**config.mk**
```make
export PLATFORM = sky130hd
export DESIGN_NAME = pin_io_bank
export DESIGN_NICKNAME = d
export VERILOG_FILES = /design/src/verilog/pin_io_pkg.sv /design/src/verilog/pin_ctrl_if.sv /design/src/verilog/pin_regs.sv /design/src/verilog/pin_sequencer.sv /design/src/verilog/pin_nco.sv /design/src/verilog/pin_sampler.sv /design/src/verilog/pin_channel.sv /design/src/verilog/pin_io_bank.sv
export VERILOG_INCLUDE_DIRS = /design/src /design/src/include
export SDC_FILE = /design/constraint.sdc
export NUM_CORES = 1
export LEC_CHECK = 0
export ABC_AREA = 0
export BUFFER_PORTS_ARGS = -buffer_cell sky130_fd_sc_hd__buf_2
export CORE_MARGIN = 1.5
export CORE_UTILIZATION = 66
export CTS_CLUSTER_SIZE = 20
export DETAILED_ROUTE_END_ITERATION = 16
export PLACE_DENSITY = 0.95
export SLEW_MARGIN = 10
export SYNTH_ARGS = -nofsm -noshare
export SYNTH_HDL_FRONTEND = slang
export SYNTH_SLANG_ARGS = --single-unit
```
**constraint.sdc**
```tcl
create_clock -name clk -period 7 [get_ports clk]
set_clock_uncertainty 0.05 [all_clocks]
set_input_delay 0.35 -clock clk [delete_from_list [all_inputs] [get_ports clk]]
set_output_delay 0.35 -clock clk [all_outputs]
set_load 0.01 [all_outputs]
```
**src/include/pin_io_cfg.svh**
```systemverilog
`ifndef PIN_IO_CFG_SVH
`define PIN_IO_CFG_SVH

// Write data, time, rate and increment width.
`define PIN_DATA_W 32

// Command bus read data width.
`define PIN_RD_W 16

// Address width. High byte is the channel, low byte the register.
`define PIN_ADDR_W 16

// Number of pin channels in the bank.
`define PIN_CHANNELS 2

// Marker placed in the filler field of every sample word.
`define PIN_SAMPLE_TAG 12'hABC

`endif

```
**src/verilog/pin_io_pkg.sv**
```systemverilog
package pin_io_pkg;

  // Command opcodes written to the command register.
  typedef enum logic [2:0] {
    CMD_NONE   = 3'd0,
    CMD_SQUARE = 3'd1,
    CMD_CONST  = 3'd2,
    CMD_STREAM = 3'd3,
    CMD_RESET  = 3'd5
  } pin_cmd_e;

  // Byte register addresses within a channel.
  typedef enum logic [7:0] {
    REG_INCREMENT    = 8'd1,
    REG_END_TIME     = 8'd2,
    REG_COMMAND      = 8'd3,
    REG_SAMPLE_RATE  = 8'd4,
    REG_SAMPLE_BIT   = 8'd5,
    REG_SAMPLE_COUNT = 8'd7,
    REG_STATUS       = 8'd8,
    REG_LAST_DATA    = 8'd9
  } pin_reg_e;

  // Channel sequencer states.
  typedef enum logic [1:0] {
    ST_IDLE   = 2'd0,
    ST_SQUARE = 2'd1,
    ST_CONST  = 2'd2,
    ST_STREAM = 2'd3
  } pin_state_e;

  // Sample word returned on the sample port.
  // Top bit is always zero.
  typedef struct packed {
    logic        spare;
    logic [14:0] count;
    logic [11:0] tag;
    logic [2:0]  ones;
    logic        sample;
  } pin_sample_t;

endpackage

```
**src/verilog/pin_ctrl_if.sv**
```systemverilog
`timescale 1ns/1ns

// Control strobes from the sequencer to the channel datapath.
interface pin_ctrl_if;

  logic output_en;
  logic const_one;
  logic rate_reload;
  logic rate_dec;
  logic sample_take;
  logic cmd_clear;

  modport ctrl (
    output output_en,
    output const_one,
    output rate_reload,
    output rate_dec,
    output sample_take,
    output cmd_clear
  );

  // Datapath side, the command clear goes to the register file.
  modport dp (
    input output_en,
    input const_one,
    input rate_reload,
    input rate_dec,
    input sample_take
  );

endinterface

```
**src/verilog/pin_regs.sv**
```systemverilog
`timescale 1ns/1ns

`include "pin_io_cfg.svh"

module pin_regs #(
  parameter int POSITION = 0
) (
  input  logic                     clk,
  input  logic                     reset,
  input  logic                     enable,
  input  logic [`PIN_ADDR_W-1:0]   addr,
  input  logic                     data_wr,
  input  logic                     data_rd,
  input  logic [`PIN_DATA_W-1:0]   data_in,
  output logic [`PIN_RD_W-1:0]     data_out,
  output pin_io_pkg::pin_cmd_e     command,
  output logic [`PIN_DATA_W-1:0]   increment,
  output logic [`PIN_DATA_W-1:0]   end_time,
  output logic [`PIN_DATA_W-1:0]   sample_rate,
  input  logic                     sample_bit,
  input  logic [14:0]              sample_count,
  input  logic                     cmd_clear
);
  import pin_io_pkg::*;

  localparam logic [7:0] CHAN_BYTE = POSITION[7:0];
  localparam logic [`PIN_RD_W-1:0] STATUS_WORD = POSITION[`PIN_RD_W-1:0];

  logic                   chan_sel;
  logic [7:0]             reg_addr;
  logic [`PIN_DATA_W-1:0] last_data;

  // Only the four defined opcodes are kept.
  function automatic pin_cmd_e decode_cmd(input logic [`PIN_DATA_W-1:0] value);
    pin_cmd_e cmd;
    cmd = CMD_NONE;
    if (value[`PIN_DATA_W-1:3] == '0) begin
      case (value[2:0])
        3'd1:    cmd = CMD_SQUARE;
        3'd2:    cmd = CMD_CONST;
        3'd3:    cmd = CMD_STREAM;
        3'd5:    cmd = CMD_RESET;
        default: cmd = CMD_NONE;
      endcase
    end
    return cmd;
  endfunction

  assign chan_sel = enable && (addr[`PIN_ADDR_W-1:8] == CHAN_BYTE);
  assign reg_addr = addr[7:0];

  always_ff @(posedge clk) begin
    if (reset) begin
      increment   <= '0;
      end_time    <= '0;
      sample_rate <= '0;
      last_data   <= '0;
    end else if (chan_sel && data_wr) begin
      last_data <= data_in;
      case (reg_addr)
        REG_INCREMENT:   increment   <= data_in;
        REG_END_TIME:    end_time    <= data_in;
        REG_SAMPLE_RATE: sample_rate <= data_in;
        default: ;
      endcase
    end
  end

  // The sequencer consumes a command by clearing it.
  always_ff @(posedge clk) begin
    if (reset || cmd_clear) begin
      command <= CMD_NONE;
    end else if (chan_sel && data_wr && reg_addr == REG_COMMAND) begin
      command <= decode_cmd(data_in);
    end
  end

  // Registered read-back, zero when not read.
  always_ff @(posedge clk) begin
    if (reset) begin
      data_out <= '0;
    end else if (chan_sel && data_rd) begin
      case (reg_addr)
        REG_SAMPLE_BIT:   data_out <= {{(`PIN_RD_W-1){1'b0}}, sample_bit};
        REG_SAMPLE_COUNT: data_out <= {{(`PIN_RD_W-15){1'b0}}, sample_count};
        REG_STATUS:       data_out <= STATUS_WORD;
        REG_LAST_DATA:    data_out <= last_data[`PIN_RD_W-1:0];
        default:          data_out <= '0;
      endcase
    end else begin
      data_out <= '0;
    end
  end

endmodule

```
**src/verilog/pin_sequencer.sv**
```systemverilog
`timescale 1ns/1ns

`include "pin_io_cfg.svh"

module pin_sequencer (
  input  logic                   clk,
  input  logic                   reset,
  input  pin_io_pkg::pin_cmd_e   command,
  input  logic [`PIN_DATA_W-1:0] current_time,
  input  logic [`PIN_DATA_W-1:0] end_time,
  input  logic                   rate_expired,
  pin_ctrl_if.ctrl               ctrl
);
  import pin_io_pkg::*;

  pin_state_e state;
  pin_state_e state_next;
  logic       clear_next;
  logic       time_up;

  assign time_up = (current_time >= end_time);

  always_comb begin
    state_next = state;
    clear_next = 1'b0;
    case (state)
      ST_IDLE: begin
        // A reset command in idle is simply consumed.
        case (command)
          CMD_SQUARE: begin
            state_next = ST_SQUARE;
            clear_next = 1'b1;
          end
          CMD_CONST: begin
            state_next = ST_CONST;
            clear_next = 1'b1;
          end
          CMD_STREAM: begin
            state_next = ST_STREAM;
            clear_next = 1'b1;
          end
          CMD_RESET: begin
            clear_next = 1'b1;
          end
          default: ;
        endcase
      end
      ST_SQUARE, ST_CONST: begin
        if (command == CMD_RESET) begin
          state_next = ST_IDLE;
          clear_next = 1'b1;
        end else if (time_up) begin
          state_next = ST_IDLE;
        end
      end
      ST_STREAM: begin
        // Streaming only stops on a reset command.
        if (command == CMD_RESET) begin
          state_next = ST_IDLE;
          clear_next = 1'b1;
        end
      end
      default: begin
        state_next = ST_IDLE;
      end
    endcase
  end

  always_ff @(posedge clk) begin
    if (reset) begin
      state          <= ST_IDLE;
      ctrl.cmd_clear <= 1'b0;
      ctrl.output_en <= 1'b0;
      ctrl.const_one <= 1'b0;
    end else begin
      state          <= state_next;
      ctrl.cmd_clear <= clear_next;
      ctrl.output_en <= (state == ST_SQUARE) || (state == ST_CONST);
      ctrl.const_one <= (state == ST_CONST);
    end
  end

  // Rate counter strobes.
  assign ctrl.rate_reload = (state == ST_IDLE) || (state == ST_STREAM && rate_expired);
  assign ctrl.rate_dec    = (state == ST_STREAM) && !rate_expired;
  assign ctrl.sample_take = (state == ST_STREAM) && rate_expired;

endmodule

```
**src/verilog/pin_nco.sv**
```systemverilog
`timescale 1ns/1ns

`include "pin_io_cfg.svh"

module pin_nco (
  input  logic                   clk,
  input  logic                   reset,
  input  logic [`PIN_DATA_W-1:0] increment,
  pin_ctrl_if.dp                 ctrl,
  output logic                   phase_msb
);

  logic [`PIN_DATA_W-1:0] phase;

  // Output frequency is about f_clk * increment / 2^32.
  always_ff @(posedge clk) begin
    if (reset) begin
      phase <= '0;
    end else if (ctrl.const_one) begin
      phase <= '1;
    end else begin
      phase <= phase + increment;
    end
  end

  assign phase_msb = phase[`PIN_DATA_W-1];

endmodule

```
**src/verilog/pin_sampler.sv**
```systemverilog
`timescale 1ns/1ns

`include "pin_io_cfg.svh"

module pin_sampler (
  input  logic                   clk,
  input  logic                   reset,
  input  logic [`PIN_DATA_W-1:0] sample_rate,
  input  logic                   pin_in,
  pin_ctrl_if.dp                 ctrl,
  output logic                   rate_expired,
  output logic                   sample_bit,
  output logic [14:0]            sample_count
);

  localparam logic [`PIN_DATA_W-1:0] RATE_ONE = 1;

  logic [`PIN_DATA_W-1:0] rate_cnt;
  logic [1:0]             pin_sync;

  // Two-flop synchronizer on the asynchronous pin.
  always_ff @(posedge clk) begin
    if (reset) begin
      pin_sync <= '0;
    end else begin
      pin_sync <= {pin_sync[0], pin_in};
    end
  end

  always_ff @(posedge clk) begin
    if (reset) begin
      rate_cnt <= '0;
    end else if (ctrl.rate_reload) begin
      rate_cnt <= sample_rate;
    end else if (ctrl.rate_dec) begin
      rate_cnt <= rate_cnt - RATE_ONE;
    end
  end

  assign rate_expired = (rate_cnt <= RATE_ONE);

  // Count wraps at 15 bits.
  always_ff @(posedge clk) begin
    if (reset) begin
      sample_bit   <= 1'b0;
      sample_count <= '0;
    end else if (ctrl.sample_take) begin
      sample_bit   <= pin_sync[1];
      sample_count <= sample_count + 15'd1;
    end
  end

endmodule

```
**src/verilog/pin_channel.sv**
```systemverilog
`timescale 1ns/1ns

`include "pin_io_cfg.svh"

module pin_channel #(
  parameter int POSITION = 0
) (
  input  logic                    clk,
  input  logic                    reset,
  input  logic                    enable,
  input  logic [`PIN_ADDR_W-1:0]  addr,
  input  logic                    data_wr,
  input  logic                    data_rd,
  input  logic [`PIN_DATA_W-1:0]  data_in,
  output logic [`PIN_RD_W-1:0]    data_out,
  input  logic [`PIN_DATA_W-1:0]  current_time,
  output pin_io_pkg::pin_sample_t sample_word,
  output logic                    pin_out,
  output logic                    pin_oe,
  input  logic                    pin_in
);
  import pin_io_pkg::*;

  pin_cmd_e               command;
  logic [`PIN_DATA_W-1:0] increment;
  logic [`PIN_DATA_W-1:0] end_time;
  logic [`PIN_DATA_W-1:0] sample_rate;
  logic                   rate_expired;
  logic                   sample_bit;
  logic [14:0]            sample_count;
  logic                   phase_msb;

  pin_ctrl_if ctrl_if ();

  pin_regs #(.POSITION(POSITION)) i_pin_regs (
    .clk          (clk),
    .reset        (reset),
    .enable       (enable),
    .addr         (addr),
    .data_wr      (data_wr),
    .data_rd      (data_rd),
    .data_in      (data_in),
    .data_out     (data_out),
    .command      (command),
    .increment    (increment),
    .end_time     (end_time),
    .sample_rate  (sample_rate),
    .sample_bit   (sample_bit),
    .sample_count (sample_count),
    .cmd_clear    (ctrl_if.cmd_clear)
  );

  pin_sequencer i_pin_sequencer (
    .clk          (clk),
    .reset        (reset),
    .command      (command),
    .current_time (current_time),
    .end_time     (end_time),
    .rate_expired (rate_expired),
    .ctrl         (ctrl_if.ctrl)
  );

  pin_nco i_pin_nco (
    .clk       (clk),
    .reset     (reset),
    .increment (increment),
    .ctrl      (ctrl_if.dp),
    .phase_msb (phase_msb)
  );

  pin_sampler i_pin_sampler (
    .clk          (clk),
    .reset        (reset),
    .sample_rate  (sample_rate),
    .pin_in       (pin_in),
    .ctrl         (ctrl_if.dp),
    .rate_expired (rate_expired),
    .sample_bit   (sample_bit),
    .sample_count (sample_count)
  );

  assign pin_out = phase_msb;
  assign pin_oe  = ctrl_if.output_en;

  assign sample_word = '{
    spare:  1'b0,
    count:  sample_count,
    tag:    `PIN_SAMPLE_TAG,
    ones:   3'b111,
    sample: sample_bit
  };

endmodule

```
**src/verilog/pin_io_bank.sv**
```systemverilog
`timescale 1ns/1ns

`include "pin_io_cfg.svh"

module pin_io_bank (
  input  logic                     clk,
  input  logic                     reset,
  input  logic                     enable,
  input  logic [`PIN_ADDR_W-1:0]   addr,
  input  logic                     data_wr,
  input  logic                     data_rd,
  input  logic [`PIN_DATA_W-1:0]   data_in,
  output logic [`PIN_RD_W-1:0]     data_out,
  input  logic [`PIN_DATA_W-1:0]   current_time,
  input  logic                     output_sample,
  input  logic [7:0]               channel_select,
  output logic [`PIN_DATA_W-1:0]   sample_data,
  output logic [`PIN_CHANNELS-1:0] pin_out,
  output logic [`PIN_CHANNELS-1:0] pin_oe,
  input  logic [`PIN_CHANNELS-1:0] pin_in
);
  import pin_io_pkg::*;

  logic [`PIN_RD_W-1:0] chan_rd   [`PIN_CHANNELS];
  pin_sample_t          chan_word [`PIN_CHANNELS];
  pin_sample_t          word_sel;

  for (genvar i = 0; i < `PIN_CHANNELS; i++) begin : g_chan
    pin_channel #(.POSITION(i)) i_pin_channel (
      .clk          (clk),
      .reset        (reset),
      .enable       (enable),
      .addr         (addr),
      .data_wr      (data_wr),
      .data_rd      (data_rd),
      .data_in      (data_in),
      .data_out     (chan_rd[i]),
      .current_time (current_time),
      .sample_word  (chan_word[i]),
      .pin_out      (pin_out[i]),
      .pin_oe       (pin_oe[i]),
      .pin_in       (pin_in[i])
    );
  end

  // Unselected channels return zero, so an OR combines them.
  always_comb begin
    data_out = '0;
    for (int i = 0; i < `PIN_CHANNELS; i++) begin
      data_out = data_out | chan_rd[i];
    end
  end

  // Out-of-range channel numbers select nothing.
  always_comb begin
    word_sel = '0;
    for (int i = 0; i < `PIN_CHANNELS; i++) begin
      if (channel_select == 8'(i)) begin
        word_sel = chan_word[i];
      end
    end
  end

  always_ff @(posedge clk) begin
    if (reset || !output_sample) begin
      sample_data <= '0;
    end else begin
      sample_data <= word_sel;
    end
  end

endmodule

```
### Word level (Yosys, flattened, before mapping)

Index checks and enable logic that the tools add are counted.

| word-level totals | value |
|---|---|
| flip-flop bits (word level) | 468 |
| bits of input ports | 96 |
| word-level logic and storage cells | 153 |
| output and inout port bits | 52 |

| cells by class | value |
|---|---|
| order comparisons | 4 |
| bitwise operators | 3 |
| muxes and demuxes | 28 |
| reductions and logical operators | 46 |
| $add $sub $neg | 6 |
| eq/ne operators | 34 |

Operators with widths:

| operator | count |
|---|---|
| 32-bit 2-to-1 mux | 6 |
| 32-bit adder | 2 |
| 32-bit >= comparator | 2 |
| 32-bit by 1-bit less-or-equal comparator with 1-bit output (second input constant) | 2 |
| 16-bit one-hot mux with 4 select lines | 1 |
| 32-bit by 1-bit subtractor with 32-bit output (second input constant) | 2 |
| 31-bit 2-to-1 mux | 2 |
| 16-bit one-hot mux with 3 select lines | 1 |
| 15-bit by 1-bit adder with 15-bit output (second input constant) | 2 |
| 29-bit logical NOT | 1 |
| 8-bit by 1-bit == test with 1-bit output (second input constant) | 3 |
| 8-bit by 3-bit == test with 1-bit output (second input constant) | 3 |
| 2-bit one-hot mux with 3 select lines | 4 |
| 3-bit by 2-bit == test with 1-bit output (second input constant) | 6 |
| 8-bit by 2-bit == test with 1-bit output (second input constant) | 2 |
| 8-bit by 4-bit == test with 1-bit output (second input constant) | 2 |
| 8-bit logical NOT | 2 |
| 16-bit OR | 1 |
| 1-bit logical AND | 12 |
| 2-bit 2-to-1 mux | 6 |
| 3-bit one-hot mux with 4 select lines | 1 |
| 2-bit AND reduction | 6 |
| 2-bit OR reduction | 5 |
| 3-bit by 1-bit == test with 1-bit output (second input constant) | 3 |
| 17 further kinds | 44 |

### Logic depth before layout (Yosys ltp)

| logic depth | value |
|---|---|
| depth in word-level cells | 5 |
| mapped depth | 14 |
| mapped depth without buffers | 12 |

### By module

A second synthesis with hierarchy kept.

| second synthesis, totals | value |
|---|---|
| cell total of the unflattened synthesis | 2800 |
| area total of the unflattened synthesis | 25622.1 µm² |

Modules (own cells, without submodules):

| module | times used | sequential area each (µm²) | area an instance (µm²) | cells each |
|---|---|---|---|---|
| pin_regs (g_chan[0].i_pin_channel.i_pin_regs) | 1 | 2622.5 | 5487.8 | 501 |
| pin_regs (g_chan[1].i_pin_channel.i_pin_regs) | 1 | 2622.5 | 5326.4 | 531 |
| pin_nco (g_chan[0].i_pin_channel.i_pin_nco) | 1 | 640.6 | 2767.7 | 343 |
| pin_nco (g_chan[1].i_pin_channel.i_pin_nco) | 1 | 640.6 | 2730.1 | 330 |
| pin_sampler (g_chan[0].i_pin_channel.i_pin_sampler) | 1 | 1001.0 | 2632.5 | 312 |
| pin_sampler (g_chan[1].i_pin_channel.i_pin_sampler) | 1 | 1001.0 | 2627.5 | 317 |
| pin_sequencer | 2 | 100.1 | 1109.8 | 149 |
| pin_io_bank | 1 | 640.6 | 1560.2 | 130 |
| pin_channel | 2 | 0.0 | 135.1 | 19 |

### Worst setup path before layout

No wires, ideal clock.

| timing | value |
|---|---|
| path type | register to register |
| start | register g_chan[1].i_pin_channel.i_pin_sampler.rate_cnt[13] |
| end | register g_chan[1].i_pin_channel.i_pin_sampler.sample_count[12] |
| stages on the path, launching flop included | 9 |
| library setup time | 0.070 ns |
| setup slack | 4.141 ns |
| data required time | 6.880 ns |
| clock period less this slack | 2.859 ns |
| arrival time | 2.739 ns |
| buffers on the path | 0 |
| cells stage by stage | dfxtp_1 or4_4 or3_4 nor4_4 and3_1 and2_4 nand4_4 or3_1 a21oi_1 |

| on the way | value |
|---|---|
| word-level cells in the longest chain between the ends | 2 |

RTL lines:

| element | line | RTL |
|---|---|---|
| start: declaration | pin_sampler.sv:18 | `` logic [`PIN_DATA_W-1:0] rate_cnt; `` |
| start signal: assignment | pin_sampler.sv:34 | `rate_cnt <= sample_rate;` |
| start signal: assignment | pin_sampler.sv:36 | `rate_cnt <= rate_cnt - RATE_ONE;` |
| 32-bit by 1-bit less-or-equal comparator with 1-bit output | pin_sampler.sv:40 | `assign rate_expired = (rate_cnt <= RATE_ONE);` |
| 1-bit logical AND | pin_sequencer.sv:86 | `assign ctrl.sample_take = (state == ST_STREAM) && rate_expired;` |
| end signal: assignment | pin_sampler.sv:49 | `sample_count <= sample_count + 15'd1;` |
| end: declaration | pin_sampler.sv:13 | `output logic [14:0] sample_count` |

No other way between the ends.
A chain may end at the register's enable or synchronous reset.

### Worst setup path after layout

| timing | value |
|---|---|
| start | register g_chan[0].i_pin_channel.i_pin_sampler.rate_cnt[2] |
| end | register g_chan[0].i_pin_channel.i_pin_sampler.rate_cnt[5] |

| on the way | value |
|---|---|
| word-level cells in the longest chain between the ends | 4 |
| elaborated cells between the ends (all ways) | 9 |
| those cells by class | add/sub: 1; order compare: 1; mux: 2; reduce/logical: 5 |

RTL lines:

| element | line |
|---|---|
| start: declaration | pin_sampler.sv:18 |
| start signal: assignment | pin_sampler.sv:34 |
| start signal: assignment | pin_sampler.sv:36 |
| 32-bit by 1-bit less-or-equal comparator with 1-bit output | pin_sampler.sv:40 |
| 1-bit logical AND or 1-bit logical NOT (tied branches) | pin_sequencer.sv:84, pin_sequencer.sv:85 |
| 1-bit logical OR or 1-bit logical AND (tied branches) | pin_sequencer.sv:84, pin_sequencer.sv:85 |
| 32-bit 2-to-1 mux or 2-bit nonzero test (tied branches) | - |

Several ways; a longest one is shown, not always the timed one. The select of a mux whose other input is x is not followed.

==> results.sh <==
export IMPL_outcome="completed"
export IMPL_p_leak_nw=9.74
export IMPL_whs_path_depth=3
export IMPL_coreArea_um2=33400
export IMPL_finalSetupViolations=0
export IMPL_synth_seq_cells=453
export IMPL_synth_cells=2886
export IMPL_synthArstFlopShare_pct=0
export IMPL_postCtsSetupBuffers=0
export IMPL_relSlewSlack_pct=16.4
export IMPL_grt_total_usage_pct=36.2
export IMPL_hp_class="in -> reg"
export IMPL_clock_latency_ns=0.56
export IMPL_maxSlewViolCount=0
export IMPL_die_y_um=187
export IMPL_cts_sinks=453
export IMPL_p_seq_share_pct=48.5
export IMPL_via_count=21500
export IMPL_combPwrFrac_pct=3.6
export IMPL_nFillCells=2340
export IMPL_grt_pass1_wl_um=104000
export IMPL_cts_resized=0
export IMPL_h_tree_depth=2
export IMPL_finalWeightedCongestion=0.931
export IMPL_cp_end_kind="flip-flop"
export IMPL_intPower_mw=4.15
export IMPL_cts_tree="done"
export IMPL_postPlaceCellArea_um2=23000
export IMPL_grt_start_max_net_pins=249
export IMPL_clockBufferDepth=3
export IMPL_yosysUniqueCellTypes=76
export IMPL_cts_hold_buf=2
export IMPL_pin_count=148
export IMPL_finalPower_mw=5.31
export IMPL_regToRegSetupSlack_ns=3.17
export IMPL_vias_per_cell=6.32
export IMPL_area_delta_synth_final_pct=10.2
export IMPL_worst_pin_slew_ns=1.24
export IMPL_placedCellCount=3309
export IMPL_crit_type="reg -> reg"
export IMPL_synth_edf_count=0
export IMPL_syn_avg_cell_area_um2=7.75
export IMPL_hpwl_um=41500
export IMPL_multiInputGateArea_um2=12100
export IMPL_cp_start_kind="flip-flop"
export IMPL_postRouteAntennaNets=0
export IMPL_crit_fanout=53
export IMPL_grt_antenna_before_repair=6
export IMPL_ys_warn_count=0
export IMPL_cellPowerDensity_nw_per_um2=216
export IMPL_cap_viol_max_count=0
export IMPL_nets=3146
export IMPL_grt_pass1_vias=20800
export IMPL_wl_per_cell_um=19.1
export IMPL_synthFlopType="dfxtp_1"
export IMPL_cts_buffers=45
export IMPL_p_sw_share_pct=21.9
export IMPL_period_share_pct=54.7
export IMPL_finalNonFillerCells=3398
export IMPL_start_util_pct=66.9
export IMPL_rows=67
export IMPL_p_switching_mw=1.16
export IMPL_first_pass_iters=9
export IMPL_crit_required_ns=7.35
export IMPL_port_buffers=141
export IMPL_r2r_cells=9
export IMPL_period_needed_ns=3.83
export IMPL_clk_pin_slew_ns=0.07
export IMPL_die_area_um2=35000
export IMPL_die_w_um=187
export IMPL_regArea_um2=9070
export IMPL_hold_viol=0
export IMPL_synth_area_um2=22400
export IMPL_fmax_ghz=0.261
export IMPL_rsz0062_at_grt="false"
export IMPL_drive_gt1_share_pct=9.34
export IMPL_ir_worst_vdd_mv=0.209
export IMPL_clockRootBuffer="clkbuf_16"
export IMPL_yosysSeqAreaShare_pct=40.6
export IMPL_drt_iter0_markers=2316
export IMPL_cp_arrival_ns=4.18
export IMPL_drcViolationCount=0
export IMPL_grt_overflow_total=0
export IMPL_power_share_clock_pct=47.8
export IMPL_finalWirelength_um=65100
export IMPL_fin_setup_tns_ns=0
export IMPL_design_area_um2=24600
cells in the final DEF (no fill, tap or decap), drive strengths merged, types with 29 or more instances in the layout:
cell type | Yosys | routed
xnor2 | 29 | 29
nand2 | 569 | 569
buf | 31 | 158
ha | 138 | 138
a21o | 61 | 61
nand3 | 35 | 35
nor3 | 68 | 68
o21ai | 106 | 106
clkbuf | 157 | 70
xor2 | 50 | 50
a22oi | 34 | 34
dfxtp | 453 | 453
a21oi | 420 | 420
nor2 | 276 | 276
nand4 | 39 | 39
inv | 107 | 108
power groups by stage:
stage	Combinational [mW]	Clock, mW	Sequential (mW)
2_1_floorplan	0.0901	0	2.64
3_3_place_gp	0.176	0	2.64
3_5_place_dp	0.181	0	2.64
4_1_cts	0.182	2.55	2.58
5_1_grt	0.198	2.67	2.58
6_report	0.193	2.54	2.58
worst max-delay path: stages (launching register included):
cell      delay (ns)
dfxtp_1         0.36
nor4_1          1.01
nand4b_1        0.21
nor4_2          0.62
or2_2           0.84
nor2_1          0.12
a21oi_1         0.17
nor2_1          0.08
a21oi_1         0.17
nor2_1          0.05
cell families after synthesis:
| logic type | count (synthesis) | synth area share, % |
|---|---|---|
| AND/OR/NAND/NOR | 1145 | 22.6 |
| multiplexers | 27 | 1.21 |
| other | 1 | 0.0168 |
| adder cells (fa/ha/maj) | 140 | 7.90 |
| AO/OA/AOI/OAI | 744 | 19.3 |
| XOR/XNOR | 79 | 3.09 |
| flip-flops | 453 | 40.6 |
| buffers and inverters | 297 | 5.35 |
flip-flops by register name, summed over array words and instances (netlist names), 4 cells and up:
register and cells:
g_chan.i_pin_channel.i_pin_nco.phase 64, g_chan.i_pin_channel.i_pin_regs.end_time 64, g_chan.i_pin_channel.i_pin_regs.increment 64, g_chan.i_pin_channel.i_pin_regs.sample_rate 64
g_chan.i_pin_channel.i_pin_sampler.rate_cnt 64, g_chan.i_pin_channel.i_pin_regs.data_out 32, g_chan.i_pin_channel.i_pin_regs.last_data 32, g_chan.i_pin_channel.i_pin_sampler.sample_count 30
sample_data 17, g_chan.i_pin_channel.i_pin_regs.command 6, g_chan.i_pin_channel.i_pin_sampler.pin_sync 4, g_chan.i_pin_channel.i_pin_sequencer.state 4
final timing paths:
check | to | from
max | flip-flop | flip-flop
min | g_chan[0].i_pin_channel.i_pin_regs.data_out[0]$_SDFF_PP0_ | data_rd
max reg2reg | flip-flop | flip-flop
min reg2reg | g_chan[0].i_pin_channel.i_pin_sampler.pin_sync[1]$_SDFF_PP0_ | g_chan[0].i_pin_channel.i_pin_sampler.pin_sync[0]$_SDFF_PP0_
cell usage after synthesis, types with 10 or more instances:
library cell  instances  area, um^2
o22ai_1              13        81.3
a22oi_1              34         255
ha_1                138        1730
nand3_1              35         175
and3_1               10        62.6
or2_2                22         138
inv_1               107         402
buf_4                19         143
or3_1                19         119
nor2b_1              23         144
o21ai_0             104         521
a21oi_1             420        2100
a21o_1               61         458
clkbuf_1            157         589
nor3_1               68         340
nand2_1             569        2140
o21a_1               18         135
nand4_1              38         238
a31oi_1              12        75.1
nor2_1              276        1040
xnor2_1              29         254
nand2b_1             11        68.8
mux2i_1              26         260
dfxtp_1             453        9070
a211oi_1             21         158
nor4_1               23         144
xor2_1               50         438
per-stage QoR:
step | util [%] | hold slack [ns] | setup slack [ns]
after floorplan | - | 0.364 | 4.14
after global placement | 68.9 | 0.387 | 3.60
after detailed placement | 68.9 | 0.384 | 3.38
after CTS | 73.6 | 0.0543 | 3.36
after global routing | 73.7 | 0.0910 | 2.87
final | 73.7 | 0.0651 | 3.17
area by class of cell:
class                      count  area share (%)
sequential                   453            36.8
multi-input combinational   2141            49.3
clock inverter                12           0.675
inverter                     109            1.66
tap                          448            2.27
clock buffer                  70            5.69
timing repair buffer         160            3.55
antenna                        5          0.0508
metal layers:
metal	global-route usage [%]	vias up	routed length [um]
met5	0	-	13
met1	43.7	9954	24000
li1	-	9930	-
met2	59.5	1216	29200
met4	24.3	2	5010
met3	6.04	377	6770
Note: power is estimated with default switching activity, not from simulation.
